<file path="config.mk">
export PLATFORM = sky130hd
export DESIGN_NAME = ldiCore
export DESIGN_NICKNAME = d
export VERILOG_FILES = /design/src/hw/ldiPkg.sv /design/src/hw/busDatapath.sv /design/src/hw/controlSequencer.sv /design/src/hw/fetchUnit.sv /design/src/hw/ldiCore.sv /design/src/hw/registerFile.sv
export VERILOG_INCLUDE_DIRS = /design/src /design/src/include
export SDC_FILE = /design/constraint.sdc
export NUM_CORES = 1
export LEC_CHECK = 0
export ABC_AREA = 1
export BUFFER_PORTS_ARGS = -buffer_cell sky130_fd_sc_hd__buf_2
export CORE_MARGIN = 3
export CORE_UTILIZATION = 45
export CTS_BUF_LIST = sky130_fd_sc_hd__clkbuf_2 sky130_fd_sc_hd__clkbuf_4 sky130_fd_sc_hd__clkbuf_8
export DETAILED_ROUTE_END_ITERATION = 10
export HOLD_SLACK_MARGIN = 0.1
export PLACE_DENSITY = 0.63
export RECOVER_POWER = 25
export SLEW_MARGIN = 30
export SYNTH_ARGS = -nofsm -noshare
export SYNTH_HDL_FRONTEND = slang
export SYNTH_HIERARCHICAL = 1
export SYNTH_SLANG_ARGS = --single-unit
</file>
<file path="constraint.sdc">
create_clock -name clk -period 4.46 [get_ports clk]
set_clock_uncertainty 0.2 [all_clocks]
set_input_delay 0 -clock clk [delete_from_list [all_inputs] [get_ports clk]]
set_output_delay 0 -clock clk [all_outputs]
set_load 0.02 [all_outputs]
</file>
<file path="src/include/ldi_config.svh">
`ifndef LDI_CONFIG_SVH
`define LDI_CONFIG_SVH

// word, register and bus width
`define DATA_WIDTH 32

// general registers, index is 4 bits
`define REG_COUNT 16

// immediate field C, sign extended to a word
`define CONST_WIDTH 19

// opcodes in bits 31..27
`define OP_LDI 5'b00001   // ldi Ra, C(Rb)
`define OP_HALT 5'b11011  // stops fetching

// layout: op 31..27, Ra 26..23, Rb 22..19, C 18..0

`endif

</file>
<file path="src/hw/ldiPkg.sv">
`include "ldi_config.svh"

package ldiPkg;

	typedef logic [`DATA_WIDTH-1:0] word_t; // bus and register word
	typedef logic [4:0] opcode_t;            // instr[31:27]
	typedef logic [$clog2(`REG_COUNT)-1:0] regIdx_t; // Ra / Rb select

	// control steps of one instruction
	typedef enum logic [2:0] {
		IDLE,   // waiting for run
		T0,     // pc out, Z = pc + 1, fetch on the bus
		T1,     // pc in from Z low
		T2,     // decode
		T3,     // Y = base
		T4,     // Z = Y + C
		T5,     // Ra = Z low
		HALTED  // halt opcode seen
	} seqState_t;

	// who drives the internal bus
	typedef enum logic [2:0] {
		NONE,   // bus idles at zero
		PC,
		ZLOW,
		REGB,   // base read, zero for r0
		CONST   // sign extended C
	} busSrc_t;

endpackage

</file>
<file path="src/hw/busDatapath.sv">
`timescale 1ns/1ps
`include "ldi_config.svh"

module busDatapath import ldiPkg::*; (
	input logic clk,
	input logic reset,
	input logic yLoad,
	input logic zLoad,
	input logic zIncMode,
	input busSrc_t busSrc,
	input word_t pc,
	input word_t baseOut,
	input word_t instr,
	output word_t bus
);

	word_t yReg;
	word_t zReg;  // Z low only, no high half here
	word_t cExt;
	word_t zNext;

	// C field, sign extended to a full word
	assign cExt = {{(`DATA_WIDTH - `CONST_WIDTH){instr[`CONST_WIDTH-1]}},
		instr[`CONST_WIDTH-1:0]};

	// single driver on the bus each step
	always_comb begin
		case (busSrc)
			PC: bus = pc;
			ZLOW: bus = zReg;
			REGB: bus = baseOut;
			CONST: bus = cExt;
			default: bus = '0;
		endcase
	end

	// adder, IncPC mode or Y + bus
	assign zNext = zIncMode ? bus + 1'b1 : yReg + bus;

	always_ff @(posedge clk) begin
		if (reset) begin
			yReg <= '0;
			zReg <= '0;
		end else begin
			if (yLoad)
				yReg <= bus;
			if (zLoad)
				zReg <= zNext; // carry out dropped, wraps
		end
	end

endmodule

</file>
<file path="src/hw/controlSequencer.sv">
`timescale 1ns/1ps
`include "ldi_config.svh"

module controlSequencer import ldiPkg::*; (
	input logic clk,
	input logic reset,
	input logic run,
	input word_t instr,
	input logic fetchDone,
	output logic fetchReq,
	output logic pcLoad,
	output logic yLoad,
	output logic zLoad,
	output logic zIncMode, // Z = bus + 1 instead of Y + bus
	output logic regWrite,
	output logic halted,
	output busSrc_t busSrc
);

	seqState_t state, nextState;
	opcode_t opcode;

	assign opcode = instr[31:27];

	always_ff @(posedge clk) begin
		if (reset)
			state <= IDLE;
		else
			state <= nextState;
	end

	// one line of enables per step
	always_comb begin
		nextState = state;
		fetchReq = 1'b0;
		pcLoad = 1'b0;
		yLoad = 1'b0;
		zLoad = 1'b0;
		zIncMode = 1'b0;
		regWrite = 1'b0;
		busSrc = NONE;
		case (state)
			IDLE: begin
				if (run)
					nextState = T0;
			end
			T0: begin
				busSrc = PC; // pc out, IncPC into Z
				zLoad = 1'b1;
				zIncMode = 1'b1;
				fetchReq = 1'b1; // held until the read completes
				if (fetchDone)
					nextState = T1;
			end
			T1: begin
				busSrc = ZLOW;
				pcLoad = 1'b1;
				nextState = T2;
			end
			T2: begin
				// only opcode test in the design
				if (opcode == `OP_LDI)
					nextState = T3;
				else if (opcode == `OP_HALT)
					nextState = HALTED;
				else
					nextState = T0; // anything else is a no-op
			end
			T3: begin
				busSrc = REGB; // Grb with BAout
				yLoad = 1'b1;
				nextState = T4;
			end
			T4: begin
				busSrc = CONST;
				zLoad = 1'b1; // Y + C
				nextState = T5;
			end
			T5: begin
				busSrc = ZLOW;
				regWrite = 1'b1; // Gra, Rin
				nextState = T0;
			end
			HALTED: nextState = HALTED; // only reset leaves
			default: nextState = IDLE;
		endcase
	end

	assign halted = (state == HALTED);

endmodule

</file>
<file path="src/hw/fetchUnit.sv">
`timescale 1ns/1ps

module fetchUnit import ldiPkg::*; (
	input logic clk,
	input logic reset,
	input logic fetchReq,   // held high through T0
	input logic pcLoad,     // T1 step
	input word_t newPc,     // from the internal bus
	output logic wbCyc,
	output logic wbStb,
	output word_t wbAdr,    // word address
	input word_t wbDatIn,
	input logic wbAck,
	output logic fetchDone, // one cycle, same cycle as ack
	output word_t instr,    // instruction register
	output word_t pc
);

	logic cycleOpen; // a read is on the bus

	// classic cycle, cyc and stb move together
	assign wbCyc = cycleOpen;
	assign wbStb = cycleOpen;

	// ack only counts while our cycle is open
	assign fetchDone = cycleOpen & wbAck;

	always_ff @(posedge clk) begin
		if (reset) begin
			cycleOpen <= 1'b0;
		end else if (fetchDone) begin
			cycleOpen <= 1'b0; // drop in the cycle after ack
		end else if (fetchReq && !cycleOpen) begin
			cycleOpen <= 1'b1;
		end
	end

	// address frozen for the whole cycle
	always_ff @(posedge clk) begin
		if (fetchReq && !cycleOpen)
			wbAdr <= pc;
	end

	// IR picks up the read data on ack
	always_ff @(posedge clk) begin
		if (reset)
			instr <= '0;
		else if (fetchDone)
			instr <= wbDatIn;
	end

	always_ff @(posedge clk) begin
		if (reset)
			pc <= '0;
		else if (pcLoad)
			pc <= newPc; // pc + 1 coming back through Z low
	end

endmodule

</file>
<file path="src/hw/ldiCore.sv">
`timescale 1ns/1ps

module ldiCore import ldiPkg::*; (
	input logic clk,
	input logic reset,
	input logic run,
	output logic wbCyc,
	output logic wbStb,
	output word_t wbAdr,
	input word_t wbDatIn,
	input logic wbAck,
	output logic regWrEn,
	output regIdx_t regWrAddr,
	output word_t regWrData,
	output logic halted
);

	logic fetchReq;
	logic fetchDone;
	logic pcLoad;
	logic yLoad;
	logic zLoad;
	logic zIncMode;
	logic regWrite;
	busSrc_t busSrc;
	word_t instr;  // IR contents
	word_t pc;
	word_t bus;    // internal bus
	word_t baseOut;

	fetchUnit i_fetchUnit (
		.clk(clk),
		.reset(reset),
		.fetchReq(fetchReq),
		.pcLoad(pcLoad),
		.newPc(bus),
		.wbCyc(wbCyc),
		.wbStb(wbStb),
		.wbAdr(wbAdr),
		.wbDatIn(wbDatIn),
		.wbAck(wbAck),
		.fetchDone(fetchDone),
		.instr(instr),
		.pc(pc)
	);

	controlSequencer i_controlSequencer (
		.clk(clk),
		.reset(reset),
		.run(run),
		.instr(instr),
		.fetchDone(fetchDone),
		.fetchReq(fetchReq),
		.pcLoad(pcLoad),
		.yLoad(yLoad),
		.zLoad(zLoad),
		.zIncMode(zIncMode),
		.regWrite(regWrite),
		.halted(halted),
		.busSrc(busSrc)
	);

	registerFile i_registerFile (
		.clk(clk),
		.reset(reset),
		.regWrite(regWrite),
		.instr(instr),
		.wrData(bus), // Z low in T5
		.baseOut(baseOut)
	);

	busDatapath i_busDatapath (
		.clk(clk),
		.reset(reset),
		.yLoad(yLoad),
		.zLoad(zLoad),
		.zIncMode(zIncMode),
		.busSrc(busSrc),
		.pc(pc),
		.baseOut(baseOut),
		.instr(instr),
		.bus(bus)
	);

	// write port seen from outside
	assign regWrEn = regWrite;
	assign regWrAddr = instr[26:23]; // Ra
	assign regWrData = bus;

endmodule

</file>
<file path="src/hw/registerFile.sv">
`timescale 1ns/1ps
`include "ldi_config.svh"

module registerFile import ldiPkg::*; (
	input logic clk,
	input logic reset,
	input logic regWrite,
	input word_t instr,   // Ra / Rb taken straight from the IR
	input word_t wrData,
	output word_t baseOut // base for ldi
);

	word_t regs [`REG_COUNT];
	regIdx_t ra;
	regIdx_t rb;

	assign ra = instr[26:23]; // Gra
	assign rb = instr[22:19]; // Grb

	always_ff @(posedge clk) begin
		if (reset) begin
			for (int i = 0; i < `REG_COUNT; i++)
				regs[i] <= '0;
		end else if (regWrite) begin
			regs[ra] <= wrData;
		end
	end

	// BAout: r0 as base reads as zero
	// r0 still holds whatever was written to it
	assign baseOut = (rb == '0) ? '0 : regs[rb];

endmodule

</file>
==> flow_summary.toml <==
[grt]
first_global_vias = 27170
grt_max_degree = 85
antenna_found_initial = 2
grt_pass1_wl_um = 155100
grtUsageTotal = 0.2526
grt-ovfl-total = 0

[power_and_ir_drop]
ir_drop_v = 0.0002655
power_density_nw_per_um2 = 367.4
p_seq_frac = 0.503
p_sw_frac = 0.2747
p_sw_mw = 3.939
power.leakage_nw = 17.69
p_int_mw = 10.40
clkPwrFrac = 0.365
p_total_mw = 14.34
pwr-share-comb = 0.132

[route]
drt_iter0_drc = 2357
drt_pass1_iterations = 6
viasPerCell = 5.036
routed-via-count = 27960
wl_um = 101100
wl_per_cell_um = 18.21
drc = 0
ant_nets = 0

[timing]
final.min_clock_period_ns = 4.162
tightest_slew_ns = 1.944
fin_ws_ns = 0.2983
finalCritPeriodShare = 0.9331
setup_violations = 0
rsz0062_at_grt = "no"
setup_tns_ns = 0
max_freq_ghz = 0.2403
finalHoldViolCount = 0
report.final.slew_viol_count = 212
slew_headroom = -0.2993
hold_ws_ns = 0.2611

[floorplanning]
die_area_um2 = 79640
core_region_area_um2 = 74950
start_util = 0.4581
die_w_um = 282.2
row_count = 100
ioPinCount = 108
die_h_um = 282.2

[layout]
final_area_um2 = 39030
syn_to_final_growth_pct = 13.69
drive_gt1_frac = 0.08422
final_util = 0.5208
finalNonFillerCells = 5553
fin_nets = 4574

[placed_design]
place_area_um2 = 35780
dp_cells = 5234
portBuffers = 107
place.gp.congestion = 0.9871
hpwlAfterDp_um = 64960
place_ws_ns = 0.3464

[worst_setup_path]
path_class = "reg -> reg"
crit_path_max_fanout = 42
start_kind = "flop"
cp-startpoint = "i_fetchUnit/instr[19]$_SDFFE_PP0P_"
reg2reg_from = "i_fetchUnit/instr[19]$_SDFFE_PP0P_"
worstPathArrival_ns = 4.59
cp.required_ns = 4.89
worst_setup_path_end_kind = "flop"

[clock_network]
cts_buffer_depth = 3
cts_tree = "done"
cts_sinks = 676
cts_made_buffers = 108
htreeDepth = 3
clk_latency_ns = 0.73
cts.clk_slew.worst_paths_ns = 0.06
cts_root_buf = "clkbuf_8"

[yosys]
syn_inst = 4298
avgSynthCellArea_um2 = 7.988
synth_edf_count = 544
syn_nets = 4366
syn_area_um2 = 34330
ys_async_sr_fraction = 0
synth_top_flop_cell = "edfxtp_1"
synth_seq_cells = 676
yosysWarnings = 6
ys_types = 43
ys_seq_area_frac = 0.5528

[outcome]
violations = "max-capacitance violations, max-slew violations"
status = "complete, but fails checks"

[min_path]
min-delay-start = "i_fetchUnit/pc[14]$_SDFFE_PP0P_"
hold_class = "reg -> reg"

[run]
maxCapViolations = 6
## cell usage in the layout, fill, tap and decap left out, types with 15 or more instances in the layout
cell type / netlist / final
edfxtp_1: 544 / 544
clkbuf_1: 67 / 50
nor2_1: 805 / 801
nand2_1: 1269 / 1262
clkbuf_4: 0 / 40
buf_4: 28 / 78
ha_1: 31 / 31
dfxtp_1: 132 / 128
o21ai_0: 90 / 91
a21oi_1: 107 / 107
buf_2: 116 / 67
a32o_1: 18 / 18
dlygate4sd3_1: 0 / 130
inv_1: 674 / 673
inv_2: 15 / 15
clkbuf_8: 0 / 118
nand3_1: 300 / 301
## critical path, cell delays in order (launching register included)
cell and delay [ns]:
dfxtp_4 0.39, inv_8 0.27, buf_12 0.23, buf_12 0.17
nand2_1 0.05, nand3_1 0.06, nand2_1 0.06, nand2_1 0.05
nand2_1 0.04, inv_1 0.14, a21oi_1 0.09, inv_1 0.08
nor2_1 0.06, nor4_1 0.49, inv_1 0.24, ha_1 0.42
inv_1 0.12, o21bai_1 0.08, nor2_1 0.16, nand2_1 0.09
a21oi_1 0.23, nand2_1 0.09, nand2_1 0.06, nand3_1 0.06
nand2_1 0.07, inv_1 0.04
## cell usage after synthesis (all sizes together), types with 2 or more instances
master	number	area (µm²)
a21oi	108	544.3
a22o	2	17.52
a32o	18	180.2
buf	172	1061
clkbuf	69	261.5
dfxtp	132	2643
edfxtp	544	16340
ha	31	387.9
inv	691	2599
nand2	1273	4793
nand3	305	1574
nand4	8	56.30
nor2	811	3069
nor3	9	70.07
nor4	9	71.32
o21ai	92	460.4
o21bai	3	22.52
or2	2	12.52
xor2	13	113.9
## state kept, by name, summed over array words and instances (netlist names)
register and flops:
i_registerFile/regs 512, i_busDatapath/yReg 32, i_busDatapath/zReg 32, i_fetchUnit/instr 32, i_fetchUnit/pc 32, i_fetchUnit/wbAdr 32, i_controlSequencer/state 3, i_fetchUnit/wbCyc 1
## cell type report
| cell class | count | area, µm² |
|---|---|---|
| diodes | 1 | 2.502 |
| clock buffers | 158 | 1924 |
| clock inverters | 29 | 160.2 |
| fillers | 7101 | 35920 |
| inverters | 692 | 2615 |
| multi-input cells | 2689 | 11440 |
| flip-flops and latches | 676 | 18990 |
| well taps | 969 | 1212 |
| repair buffers | 339 | 2683 |
## routing by layer
| metal | track usage | vias to the layer above | part of all wire |
|---|---|---|---|
| met3 | 0.03648 | 224 | 0.064 |
| met1 | 0.3444 | 13070 | 0.43 |
| met5 | 0 | - | 0.00014 |
| li1 | - | 13710 | - |
| met2 | 0.4089 | 957 | 0.46 |
| met4 | 0.09996 | 2 | 0.041 |
## cells by family (layout without fill, tap and decap cells)
kind of cell	after synthesis	after routing	synth area share
AND/OR/NAND/NOR	2419	2419	0.2814
buffers and inverters	933	1218	0.1145
flip-flops	676	676	0.5528
AO/OA/AOI/OAI	224	224	0.03590
adder cells (fa/ha/maj)	32	32	0.01188
XOR/XNOR	14	14	0.003572
other	0	1	0
## power by group through the flow
| stage | registers [mW] | logic [mW] | clock network (mW) |
|---|---|---|---|
| after floorplan | 7.34 | 1.15 | 0 |
| after global placement | 7.33 | 1.80 | 0 |
| after detailed placement | 7.33 | 1.81 | 0 |
| after CTS | 7.20 | 1.91 | 5.33 |
| after global routing | 7.23 | 2.09 | 5.59 |
| final | 7.21 | 1.90 | 5.24 |
## repair_timing
action,CTS,global route
hold buffers,130,0
resized for setup,0,0
endpoints found under the hold margin,108,0
setup buffers,0,0
## final timing paths
| check | endpoint | slack (ns) | cells past startpoint |
|---|---|---|---|
| hold reg to reg | i_fetchUnit/wbAdr[14]$_DFFE_PP_ | 0.26 | 0 |
| setup / recovery | i_busDatapath/zReg[30]$_SDFFE_PP0P_ | 0.30 | 25 |
| hold / removal | i_fetchUnit/wbAdr[14]$_DFFE_PP_ | 0.26 | 0 |
| setup reg to reg | i_busDatapath/zReg[30]$_SDFFE_PP0P_ | 0.30 | 25 |
Power figures use the tool's default switching activity.
